===== config.mk =====
export PLATFORM = sky130hd
export DESIGN_NAME = riscv_core
export DESIGN_NICKNAME = d
export VERILOG_FILES = /design/src/logic/riscv_core_pkg.sv /design/src/logic/riscv_isa_pkg.sv /design/src/logic/riscv_lsu_if.sv /design/src/logic/riscv_controller.sv /design/src/logic/riscv_core.sv /design/src/logic/riscv_cs_registers.sv /design/src/logic/riscv_ex_stage.sv /design/src/logic/riscv_fetch_unit.sv /design/src/logic/riscv_load_store_unit.sv
export SDC_FILE = /design/constraint.sdc
export NUM_CORES = 2
export LEC_CHECK = 0
export BUFFER_PORTS_ARGS = -buffer_cell sky130_fd_sc_hd__buf_2
export CORE_UTILIZATION = 60
export CTS_CLUSTER_DIAMETER = 50
export CTS_CLUSTER_SIZE = 24
export DETAILED_ROUTE_END_ITERATION = 10
export HOLD_SLACK_MARGIN = 0.02
export PLACE_DENSITY = 0.77
export RECOVER_POWER = 50
export SYNTH_ARGS = -nofsm -noshare
export SYNTH_HDL_FRONTEND = slang
export SYNTH_HIERARCHICAL = 1
export SYNTH_SLANG_ARGS = --single-unit

===== constraint.sdc =====
create_clock -name clk_i -period 10.05 [get_ports clk_i]
set_input_delay 2.5125 -clock clk_i [delete_from_list [all_inputs] [get_ports clk_i]]
set_output_delay 2.5125 -clock clk_i [all_outputs]
set_load 0.005 [all_outputs]

===== src/logic/riscv_core_pkg.sv =====
////////////////////////////////////////////////////////////
// riscv core package
// datapath widths, vector types and the FSM and CSR enums
////////////////////////////////////////////////////////////

package riscv_core_pkg;

  localparam int WORD_BYTES = 4;   // bytes per word, also pc step
  localparam int NUM_REGS   = 32;  // x0 .. x31

  typedef logic [8*WORD_BYTES-1:0] word_t;  // data or address word
  typedef logic [4:0]              reg_addr_t;
  typedef logic [11:0]             csr_addr_t;

  // one instruction in flight, so one state per phase
  typedef enum logic [2:0] {
    IDLE,        // waiting for fetch enable
    FETCH,       // launch instruction request
    WAIT_INSTR,  // grant and rvalid outstanding
    EXECUTE,     // decode, alu, csr, launch lsu
    MEM_WAIT,    // data access in flight
    HALT         // illegal instruction seen
  } ctrl_state_e;

  typedef enum logic [1:0] {
    CSR_OP_NONE,
    CSR_OP_WRITE,
    CSR_OP_SET
  } csr_op_e;

endpackage


===== src/logic/riscv_isa_pkg.sv =====
////////////////////////////////////////////////////////////
// riscv isa package
// opcode, funct3 and CSR address encodings of the subset
////////////////////////////////////////////////////////////

package riscv_isa_pkg;

  // major opcodes
  localparam logic [6:0] OPC_OP     = 7'b0110011;
  localparam logic [6:0] OPC_OP_IMM = 7'b0010011;
  localparam logic [6:0] OPC_LOAD   = 7'b0000011;
  localparam logic [6:0] OPC_STORE  = 7'b0100011;
  localparam logic [6:0] OPC_SYSTEM = 7'b1110011;

  // funct3
  localparam logic [2:0] F3_ADD   = 3'b000;
  localparam logic [2:0] F3_LW    = 3'b010;  // word only
  localparam logic [2:0] F3_SW    = 3'b010;
  localparam logic [2:0] F3_CSRRW = 3'b001;
  localparam logic [2:0] F3_CSRRS = 3'b010;

  // CSR map
  localparam riscv_core_pkg::csr_addr_t CSR_MSCRATCH  = 12'h340;
  localparam riscv_core_pkg::csr_addr_t CSR_MINSTRET  = 12'hB02;
  localparam riscv_core_pkg::csr_addr_t CSR_LOAD_CNT  = 12'h7C0;  // custom
  localparam riscv_core_pkg::csr_addr_t CSR_STORE_CNT = 12'h7C1;  // custom

endpackage


===== src/logic/riscv_lsu_if.sv =====
////////////////////////////////////////////////////////////
// load-store interface
// controller and execute stage towards the LSU
////////////////////////////////////////////////////////////

interface riscv_lsu_if;
  import riscv_core_pkg::*;

  logic  req;    // single cycle launch from controller
  logic  we;     // store when high
  word_t addr;   // rs1 + imm from execute
  word_t wdata;  // rs2 from execute
  word_t rdata;  // load data, valid with done
  logic  done;   // single cycle, access completed

  modport ctrl (output req, output we, input done);
  modport ex   (output addr, output wdata, input rdata);
  modport lsu  (input req, input we, input addr, input wdata, output rdata, output done);

endinterface


===== src/logic/riscv_controller.sv =====
////////////////////////////////////////////////////////////
// controller
// sequences fetch, execute and memory, decodes the subset
////////////////////////////////////////////////////////////

module riscv_controller (
  input  logic                    clk_i,
  input  logic                    reset_i,
  input  logic                    fetch_enable_i,
  input  logic                    instr_valid_i,
  input  riscv_core_pkg::word_t   instr_i,
  output logic                    fetch_req_o,
  output logic                    pc_advance_o,
  output logic                    rf_we_o,
  output logic                    wb_sel_csr_o,
  output logic                    use_imm_o,
  output logic                    retire_o,
  output logic                    core_busy_o,
  output riscv_core_pkg::csr_op_e csr_op_o,
  riscv_lsu_if.ctrl               lsu
);
  import riscv_core_pkg::*;
  import riscv_isa_pkg::*;

  ctrl_state_e state_q, state_d;
  logic [6:0]  opcode;
  logic [2:0]  funct3;
  logic        legal;     // one of the supported encodings
  logic        is_mem;    // LW or SW
  logic        is_store;
  logic        is_csr;

  assign opcode = instr_i[6:0];
  assign funct3 = instr_i[14:12];

  ////////////////////////////////////////////////////////////
  // decoder
  ////////////////////////////////////////////////////////////
  always_comb begin
    legal    = 1'b0;
    is_mem   = 1'b0;
    is_store = 1'b0;
    is_csr   = 1'b0;
    case (opcode)
      OPC_OP:     legal = (funct3 == F3_ADD) && (instr_i[31:25] == '0);  // add only
      OPC_OP_IMM: legal = (funct3 == F3_ADD);
      OPC_LOAD: begin
        legal  = (funct3 == F3_LW);
        is_mem = 1'b1;
      end
      OPC_STORE: begin
        legal    = (funct3 == F3_SW);
        is_mem   = 1'b1;
        is_store = 1'b1;
      end
      OPC_SYSTEM: begin
        legal  = (funct3 == F3_CSRRW) || (funct3 == F3_CSRRS);
        is_csr = 1'b1;
      end
      default: legal = 1'b0;  // all zero word lands here
    endcase
  end

  assign use_imm_o    = (opcode != OPC_OP);  // addi, lw, sw
  assign wb_sel_csr_o = is_csr;

  ////////////////////////////////////////////////////////////
  // state machine
  ////////////////////////////////////////////////////////////
  always_comb begin
    state_d     = state_q;
    fetch_req_o = 1'b0;
    retire_o    = 1'b0;
    rf_we_o     = 1'b0;
    lsu.req     = 1'b0;
    csr_op_o    = CSR_OP_NONE;
    case (state_q)
      IDLE:       if (fetch_enable_i) state_d = FETCH;  // only sampled here
      FETCH: begin
        fetch_req_o = 1'b1;
        state_d     = WAIT_INSTR;
      end
      WAIT_INSTR: if (instr_valid_i) state_d = EXECUTE;
      EXECUTE: begin
        if (!legal) begin
          state_d = HALT;
        end else if (is_mem) begin
          lsu.req = 1'b1;           // lsu holds it until grant
          state_d = MEM_WAIT;
        end else begin
          retire_o = 1'b1;
          rf_we_o  = 1'b1;          // add, addi, csr read
          if (is_csr) csr_op_o = (funct3 == F3_CSRRW) ? CSR_OP_WRITE : CSR_OP_SET;
          state_d  = FETCH;
        end
      end
      MEM_WAIT: begin
        if (lsu.done) begin
          retire_o = 1'b1;
          rf_we_o  = !is_store;     // load writeback with rvalid
          state_d  = FETCH;
        end
      end
      default: state_d = HALT;      // stuck until reset
    endcase
  end

  always_ff @(posedge clk_i) begin
    if (reset_i) begin
      state_q <= IDLE;
    end else begin
      state_q <= state_d;
    end
  end

  assign lsu.we       = is_store;
  assign pc_advance_o = retire_o;  // no branches so pc steps on every retire
  assign core_busy_o  = (state_q != IDLE) && (state_q != HALT);

  // lsu completion only while the FSM waits for it
  a_done_in_mem_wait: assert property (@(posedge clk_i) disable iff (reset_i)
    lsu.done |-> state_q == MEM_WAIT);

endmodule


===== src/logic/riscv_core.sv =====
////////////////////////////////////////////////////////////
// riscv core top level
// non-pipelined RV32 subset core with instr and data buses
////////////////////////////////////////////////////////////

module riscv_core (
  input  logic                                   clk_i,
  input  logic                                   reset_i,
  input  logic                                   fetch_enable_i,
  input  riscv_core_pkg::word_t                  boot_addr_i,
  // instruction bus
  output logic                                   instr_req_o,
  input  logic                                   instr_gnt_i,
  input  logic                                   instr_rvalid_i,
  output riscv_core_pkg::word_t                  instr_addr_o,
  input  riscv_core_pkg::word_t                  instr_rdata_i,
  // data bus
  output logic                                   data_req_o,
  input  logic                                   data_gnt_i,
  input  logic                                   data_rvalid_i,
  output logic                                   data_we_o,
  output logic [riscv_core_pkg::WORD_BYTES-1:0]  data_be_o,
  output riscv_core_pkg::word_t                  data_addr_o,
  output riscv_core_pkg::word_t                  data_wdata_o,
  input  riscv_core_pkg::word_t                  data_rdata_i,
  output logic                                   core_busy_o
);
  import riscv_core_pkg::*;

  logic      fetch_req;   // controller -> fetch
  logic      pc_advance;
  logic      instr_valid; // fetch -> controller
  word_t     instr;       // captured instruction word
  logic      rf_we;
  logic      wb_sel_csr;
  logic      use_imm;
  logic      retire;      // one pulse per instruction
  csr_op_e   csr_op;
  csr_addr_t csr_addr;
  word_t     csr_wdata;
  word_t     csr_rdata;

  riscv_lsu_if lsu_bus ();

  riscv_controller controller_i (
    .clk_i          (clk_i),
    .reset_i        (reset_i),
    .fetch_enable_i (fetch_enable_i),
    .instr_valid_i  (instr_valid),
    .instr_i        (instr),
    .fetch_req_o    (fetch_req),
    .pc_advance_o   (pc_advance),
    .rf_we_o        (rf_we),
    .wb_sel_csr_o   (wb_sel_csr),
    .use_imm_o      (use_imm),
    .retire_o       (retire),
    .core_busy_o    (core_busy_o),
    .csr_op_o       (csr_op),
    .lsu            (lsu_bus.ctrl)
  );

  riscv_fetch_unit fetch_unit_i (
    .clk_i          (clk_i),
    .reset_i        (reset_i),
    .fetch_req_i    (fetch_req),
    .pc_advance_i   (pc_advance),
    .instr_gnt_i    (instr_gnt_i),
    .instr_rvalid_i (instr_rvalid_i),
    .boot_addr_i    (boot_addr_i),
    .instr_rdata_i  (instr_rdata_i),
    .instr_req_o    (instr_req_o),
    .instr_valid_o  (instr_valid),
    .instr_addr_o   (instr_addr_o),
    .instr_o        (instr)
  );

  riscv_ex_stage ex_stage_i (
    .clk_i        (clk_i),
    .reset_i      (reset_i),
    .rf_we_i      (rf_we),
    .wb_sel_csr_i (wb_sel_csr),
    .use_imm_i    (use_imm),
    .instr_i      (instr),
    .csr_rdata_i  (csr_rdata),
    .csr_addr_o   (csr_addr),
    .csr_wdata_o  (csr_wdata),
    .lsu          (lsu_bus.ex)
  );

  riscv_load_store_unit load_store_unit_i (
    .clk_i         (clk_i),
    .reset_i       (reset_i),
    .data_gnt_i    (data_gnt_i),
    .data_rvalid_i (data_rvalid_i),
    .data_rdata_i  (data_rdata_i),
    .data_req_o    (data_req_o),
    .data_we_o     (data_we_o),
    .data_be_o     (data_be_o),
    .data_addr_o   (data_addr_o),
    .data_wdata_o  (data_wdata_o),
    .lsu           (lsu_bus.lsu)
  );

  // memory counters watch the bus itself
  riscv_cs_registers cs_registers_i (
    .clk_i       (clk_i),
    .reset_i     (reset_i),
    .retire_i    (retire),
    .data_req_i  (data_req_o),
    .data_gnt_i  (data_gnt_i),
    .data_we_i   (data_we_o),
    .csr_op_i    (csr_op),
    .csr_addr_i  (csr_addr),
    .csr_wdata_i (csr_wdata),
    .csr_rdata_o (csr_rdata)
  );

endmodule


===== src/logic/riscv_cs_registers.sv =====
////////////////////////////////////////////////////////////
// control and status registers
// mscratch plus retired, load and store counters
////////////////////////////////////////////////////////////

module riscv_cs_registers (
  input  logic                      clk_i,
  input  logic                      reset_i,
  input  logic                      retire_i,
  input  logic                      data_req_i,
  input  logic                      data_gnt_i,
  input  logic                      data_we_i,
  input  riscv_core_pkg::csr_op_e   csr_op_i,
  input  riscv_core_pkg::csr_addr_t csr_addr_i,
  input  riscv_core_pkg::word_t     csr_wdata_i,
  output riscv_core_pkg::word_t     csr_rdata_o
);
  import riscv_core_pkg::*;
  import riscv_isa_pkg::*;

  word_t mscratch_q;
  word_t minstret_q;
  word_t load_cnt_q;
  word_t store_cnt_q;
  logic  mem_acc;     // request accepted this cycle

  assign mem_acc = data_req_i & data_gnt_i;

  always_ff @(posedge clk_i) begin
    if (reset_i) begin
      mscratch_q  <= '0;
      minstret_q  <= '0;
      load_cnt_q  <= '0;
      store_cnt_q <= '0;
    end else begin
      if (csr_addr_i == CSR_MSCRATCH) begin
        case (csr_op_i)
          CSR_OP_WRITE: mscratch_q <= csr_wdata_i;
          CSR_OP_SET:   mscratch_q <= mscratch_q | csr_wdata_i;
          default:      mscratch_q <= mscratch_q;
        endcase
      end
      if (retire_i)             minstret_q  <= minstret_q + 1'b1;
      if (mem_acc && !data_we_i) load_cnt_q  <= load_cnt_q + 1'b1;
      if (mem_acc && data_we_i)  store_cnt_q <= store_cnt_q + 1'b1;
    end
  end

  // reads see the value before this instruction's update
  always_comb begin
    case (csr_addr_i)
      CSR_MSCRATCH:  csr_rdata_o = mscratch_q;
      CSR_MINSTRET:  csr_rdata_o = minstret_q;
      CSR_LOAD_CNT:  csr_rdata_o = load_cnt_q;
      CSR_STORE_CNT: csr_rdata_o = store_cnt_q;
      default:       csr_rdata_o = '0;  // unmapped
    endcase
  end

endmodule


===== src/logic/riscv_ex_stage.sv =====
////////////////////////////////////////////////////////////
// execute stage
// register file, immediates, adder and writeback select
////////////////////////////////////////////////////////////

module riscv_ex_stage (
  input  logic                      clk_i,
  input  logic                      reset_i,
  input  logic                      rf_we_i,
  input  logic                      wb_sel_csr_i,
  input  logic                      use_imm_i,
  input  riscv_core_pkg::word_t     instr_i,
  input  riscv_core_pkg::word_t     csr_rdata_i,
  output riscv_core_pkg::csr_addr_t csr_addr_o,
  output riscv_core_pkg::word_t     csr_wdata_o,
  riscv_lsu_if.ex                   lsu
);
  import riscv_core_pkg::*;
  import riscv_isa_pkg::*;

  word_t     rf_q [NUM_REGS];
  reg_addr_t rs1, rs2, rd;
  word_t     rs1_val, rs2_val;
  word_t     imm_i, imm_s;
  word_t     sum;         // alu result and memory address
  word_t     wb_data;
  logic      is_load;

  assign rs1 = instr_i[19:15];
  assign rs2 = instr_i[24:20];
  assign rd  = instr_i[11:7];

  // x0 reads as zero
  assign rs1_val = (rs1 == '0) ? '0 : rf_q[rs1];
  assign rs2_val = (rs2 == '0) ? '0 : rf_q[rs2];

  ////////////////////////////////////////////////////////////
  // immediates and adder
  ////////////////////////////////////////////////////////////
  assign imm_i = {{20{instr_i[31]}}, instr_i[31:20]};
  assign imm_s = {{20{instr_i[31]}}, instr_i[31:25], instr_i[11:7]};  // store split

  assign sum = rs1_val + (use_imm_i ? ((instr_i[6:0] == OPC_STORE) ? imm_s : imm_i)
                                    : rs2_val);

  assign lsu.addr  = sum;
  assign lsu.wdata = rs2_val;  // store data

  assign csr_addr_o  = instr_i[31:20];
  assign csr_wdata_o = rs1_val;

  ////////////////////////////////////////////////////////////
  // writeback
  ////////////////////////////////////////////////////////////
  assign is_load = (instr_i[6:0] == OPC_LOAD);
  assign wb_data = wb_sel_csr_i ? csr_rdata_i :
                   is_load      ? lsu.rdata   : sum;

  // rf_we_i for a load comes with lsu done
  always_ff @(posedge clk_i) begin
    if (!reset_i && rf_we_i && (rd != '0)) begin
      rf_q[rd] <= wb_data;  // x0 never written
    end
  end

endmodule


===== src/logic/riscv_fetch_unit.sv =====
////////////////////////////////////////////////////////////
// fetch unit
// program counter and instruction bus master
////////////////////////////////////////////////////////////

module riscv_fetch_unit (
  input  logic                  clk_i,
  input  logic                  reset_i,
  input  logic                  fetch_req_i,
  input  logic                  pc_advance_i,
  input  logic                  instr_gnt_i,
  input  logic                  instr_rvalid_i,
  input  riscv_core_pkg::word_t boot_addr_i,
  input  riscv_core_pkg::word_t instr_rdata_i,
  output logic                  instr_req_o,
  output logic                  instr_valid_o,
  output riscv_core_pkg::word_t instr_addr_o,
  output riscv_core_pkg::word_t instr_o
);
  import riscv_core_pkg::*;

  logic  req_q;    // request waiting for grant
  logic  wait_q;   // granted, rvalid pending
  word_t pc_q;
  word_t instr_q;

  always_ff @(posedge clk_i) begin
    if (reset_i) begin
      req_q  <= 1'b0;
      wait_q <= 1'b0;
      pc_q   <= boot_addr_i;  // first fetch goes here
    end else begin
      if (req_q && instr_gnt_i) begin
        req_q <= 1'b0;
      end else if (fetch_req_i) begin
        req_q <= 1'b1;
      end
      if (req_q && instr_gnt_i) begin
        wait_q <= 1'b1;
      end else if (instr_rvalid_i) begin
        wait_q <= 1'b0;
      end
      if (pc_advance_i) pc_q <= pc_q + word_t'(WORD_BYTES);
    end
  end

  // instruction word, no reset
  always_ff @(posedge clk_i) begin
    if (wait_q && instr_rvalid_i) instr_q <= instr_rdata_i;
  end

  assign instr_req_o   = req_q;
  assign instr_addr_o  = pc_q;
  assign instr_valid_o = wait_q & instr_rvalid_i;  // execute starts next cycle
  assign instr_o       = instr_q;

  a_instr_addr_stable: assert property (@(posedge clk_i) disable iff (reset_i)
    instr_req_o && !instr_gnt_i |=> instr_req_o && $stable(instr_addr_o));

endmodule


===== src/logic/riscv_load_store_unit.sv =====
////////////////////////////////////////////////////////////
// load-store unit
// data bus master for word loads and stores
////////////////////////////////////////////////////////////

module riscv_load_store_unit (
  input  logic                                  clk_i,
  input  logic                                  reset_i,
  input  logic                                  data_gnt_i,
  input  logic                                  data_rvalid_i,
  input  riscv_core_pkg::word_t                 data_rdata_i,
  output logic                                  data_req_o,
  output logic                                  data_we_o,
  output logic [riscv_core_pkg::WORD_BYTES-1:0] data_be_o,
  output riscv_core_pkg::word_t                 data_addr_o,
  output riscv_core_pkg::word_t                 data_wdata_o,
  riscv_lsu_if.lsu                              lsu
);
  import riscv_core_pkg::*;

  logic  req_q;    // waiting for grant
  logic  pend_q;   // granted, waiting for rvalid
  logic  we_q;
  word_t addr_q;
  word_t wdata_q;

  always_ff @(posedge clk_i) begin
    if (reset_i) begin
      req_q  <= 1'b0;
      pend_q <= 1'b0;
      we_q   <= 1'b0;
    end else begin
      if (lsu.req) begin
        req_q <= 1'b1;
        we_q  <= lsu.we;
      end else if (req_q && data_gnt_i) begin
        req_q <= 1'b0;
      end
      if (req_q && data_gnt_i) begin
        pend_q <= 1'b1;
      end else if (data_rvalid_i) begin
        pend_q <= 1'b0;
      end
    end
  end

  // payload, held until grant
  always_ff @(posedge clk_i) begin
    if (lsu.req) begin
      addr_q  <= lsu.addr;
      wdata_q <= lsu.wdata;
    end
  end

  assign data_req_o   = req_q;
  assign data_we_o    = we_q;
  assign data_be_o    = '1;  // word access only
  assign data_addr_o  = addr_q;
  assign data_wdata_o = wdata_q;

  assign lsu.rdata = data_rdata_i;
  assign lsu.done  = pend_q & data_rvalid_i;

  a_data_req_stable: assert property (@(posedge clk_i) disable iff (reset_i)
    data_req_o && !data_gnt_i |=> data_req_o && $stable(data_addr_o)
                                  && $stable(data_we_o) && $stable(data_wdata_o));

endmodule


==> flow_summary_export.csv <==
group,metric,value,unit
critical_path,crit_type,"reg -> reg",
pwr,intPower,9.01,mW
finish,nets,3870,
logic_synthesis,ys_top_cells_by_area,"edfxtp_1, mux4_2, dfxtp_1",
clock_network,cts_htree_levels,3,
clock_network,cts-root-buf,"clkbuf_16",
placed_design,gp_congestion,0.943,
clock_network,cts.repair.resized,0,
logic_synthesis,synth_edf_count,1152,
sta,min_period_over_period,0.781,
clock_network,cts_buffers,118,
finish,final-seq-area,37300,um^2
placed_design,port-buffer-count,202,
floorplan,rows,117,
clock_network,clk_latency,0.75,ns
logic_synthesis,synth-warning-count,6,
finish,final_cell_mix,"edfxtp_1, mux4_2, nor2_1, nand2_1, dfxtp_1",
pwr,combinationalPowerShare,0.085,
critical_path,worstPathArrival,8.21,ns
floorplan,core_region_area,102000,um^2
pwr,ir_worst_vdd,0.000176,V
clock_network,clk_path_buf_depth,3,
placed_design,dp_slack,2.67,ns
clock_network,cts_tree,"yes",
sta,max_slew.worst_pin.slew,4.54,ns
floorplan,dieWidth,324,um
drt,dr.pass1.iters,7,
clock_network,ctsHoldBuffers,0,
critical_path,slowest_delay,1.15,ns
logic_synthesis,synth_cell_types,76,
finish,multi_input_area,23400,um^2
sta,fmaxAchievable,0.127,GHz
finish,drive_gt1_frac,0.288,
finish,num-fill-cells,6710,
critical_path,crit_family,"compound AO/OA/AOI/OAI gates",
drt,remaining_drc_errors,0,
drt,routed_wl,183,mm
floorplan,die_y,324,um
worst_hold_path,min_path_type,"reg -> reg",
sta,rsz0062_at_grt,"false",
job,max_cap_viol_count,47,
run_status,status,"complete, but fails checks",
grt,first_global_vias,37200,
floorplan,pin_count,207,
sta,tns,0,ns
sta,hold_viol,0,
critical_path,crit_buf_inv,3,
logic_synthesis,synth_area,62100,um^2
clock_network,cts_setup_buffers,0,
critical_path,path_max_fanout,69,
logic_synthesis,synth_ff_type,"edfxtp_1",
grt,grt_pass1_wl,259,mm
critical_path,worst_setup_path_end_kind,"register",
sta,period_needed,7.85,ns
finish,final_common_cell,"edfxtp_1",
pwr,switching_power,2.98,mW
pwr,p_seq_frac,0.514,
finish,syn_to_final_growth,10.0,%
pwr,p_leak,21.7,nW
logic_synthesis,ys_seq_area_frac,0.601,
clock_network,clk_pin_slew,0.07,ns
pwr,p_clk_frac,0.401,
logic_synthesis,synth_top_area_share,0.557,
logic_synthesis,avgSynthCellArea,17.3,um^2
sta,final.setup_skew,0.0500,ns
sta,slew_viol_final,1064,
logic_synthesis,synth_cells,3597,
drt,antenna_left,0,
floorplan,dieArea,105000,um^2
critical_path,path_cells,"buf_12 > buf_4 > nor4b_1 > clkbuf_1 > nor2_1 > nor2_1 > a21oi_1 > ha_1 > fa_1 > a21o_1 > a221oi_1 > nor3_1 > o21a_1 > o21ai_1 > o21ai_1 > and4_1 > nor3_1 > a221o_1",
floorplan,start_util,0.607,
logic_synthesis,synth-seq-cells,1288,
pwr,sw_frac_of_total,0.249,
critical_path,crit_required,10.41,ns
critical_path,slowest_stage,"clkbuf_1",
drt,drtIter0Drc,6149,
grt,gr-usage-all-layers,0.351,
finish,final_util,0.668,
critical_path,cp-start-kind,"register",
run_status,violations,"capacitance limit, slew limit",
sta,slew_headroom,-2.03,
drt,wl_per_cell,35.2,um
grt,grt_overflow,0,
logic_synthesis,yosys.area.top_type,"edfxtp_1",
clock_network,cts.sinks,1288,
logic_synthesis,async_reset_ff_frac,0,
drt,via_count,38600,
placed_design,dpl.hpwl,105,mm
grt,grt_max_degree,143,
grt,antenna_found_initial,11,
drt,via_per_inst,7.43,
sta,setup_slack,2.20,ns
sta,setup_viol,0,
pwr,power_density,176,nW/um^2
-- path summary, 6_finish.rpt --
path	startpoint	end	slack, ns	cells past startpoint
setup / recovery	fetch_unit_i/instr_o[20]$_DFFE_PP_	ex_stage_i/rf_q[7][30]$_DFFE_PP_	2.20	18
setup reg to reg	fetch_unit_i/instr_o[20]$_DFFE_PP_	ex_stage_i/rf_q[7][30]$_DFFE_PP_	2.20	18
hold / removal	fetch_unit_i/wait_q$_SDFFE_PP0P_	fetch_unit_i/wait_q$_SDFFE_PP0P_	0.47	2
hold reg to reg	fetch_unit_i/wait_q$_SDFFE_PP0P_	fetch_unit_i/wait_q$_SDFFE_PP0P_	0.47	2
-- per-stage QoR --
step / std cells / hold slack, ns / instance area (um^2) / total power, mW
6_report: 5203 / 0.471 / 68300 / 12.0
5_1_grt: 5203 / 0.500 / 68300 / 12.3
4_1_cts: 5200 / 0.470 / 68800 / 12.0
3_5_place_dp: 4977 / 0.455 / 64600 / 7.26
3_3_place_gp: 4977 / 0.449 / 64600 / 7.24
2_1_floorplan: 3631 / 0.440 / 62200 / 6.90
-- logic make-up after synthesis --
family / Yosys count / synth area share
simple gates: 652 / 0.0557
fa+ha+maj: 37 / 0.00758
other cells: 2 / 0.000121
xor+xnor: 77 / 0.0109
compound gates: 424 / 0.0439
buf+inv: 341 / 0.0261
flops: 1288 / 0.601
mux: 776 / 0.254
-- metal layers --
layer / share of wire / track usage / up-vias
met2: 0.46 / 0.540 / 3125
li1: - / - / 15300
met1: 0.34 / 0.466 / 19600
met3: 0.14 / 0.0983 / 641
met5: 0.00052 / 0 / -
met4: 0.058 / 0.170 / 14
-- power by group through the flow --
stage	logic [mW]	registers (mW)	clock network (mW)
final	1.01	6.16	4.81
after global routing	1.06	6.17	5.03
after CTS	0.987	6.16	4.84
after detailed placement	0.981	6.28	0
after global placement	0.959	6.28	0
after floorplan	0.626	6.28	0
-- registers in the layout, summed over array words and instances, names as in the netlist, 3 cells and up --
signal                          flops
ex_stage_i/rf_q                  1024
cs_registers_i/minstret_q          32
fetch_unit_i/instr_addr_o          32
controller_i/state_q                3
cs_registers_i/load_cnt_q          32
load_store_unit_i/data_wdata_o     32
cs_registers_i/store_cnt_q         32
fetch_unit_i/instr_o               32
load_store_unit_i/data_addr_o      32
cs_registers_i/mscratch_q          32
-- cells in the mapped netlist, drive strengths merged (34+ instances only) --
cell,instances
buf,158
a21oi,129
xor2,34
nand2,141
clkbuf,154
dfxtp,136
edfxtp,1152
nand2b,40
mux2i,105
o31ai,44
xnor2,43
o21ai,75
nand3,57
ha,36
nand4,47
nor2,150
or4,52
mux4,638
-- tightest hold or removal path: cells and delay by family (launching register included) --
kind	cells	cell delay, ns
AOI/OAI and AO/OA	1	0.05
and+or+nand+nor	1	0.06
DFF	1	0.31
-- layout make-up --
type | count | area share
Sequential cell | 1288 | 0.546
Multi-Input combinational cell | 2002 | 0.342
Inverter | 26 | 0.00145
Timing Repair Buffer | 294 | 0.0234
Tap cell | 1368 | 0.0251
Clock inverter | 95 | 0.0167
Clock buffer | 128 | 0.0447
Antenna cell | 2 | 0.0000733
Power figures use the tool's default switching activity.
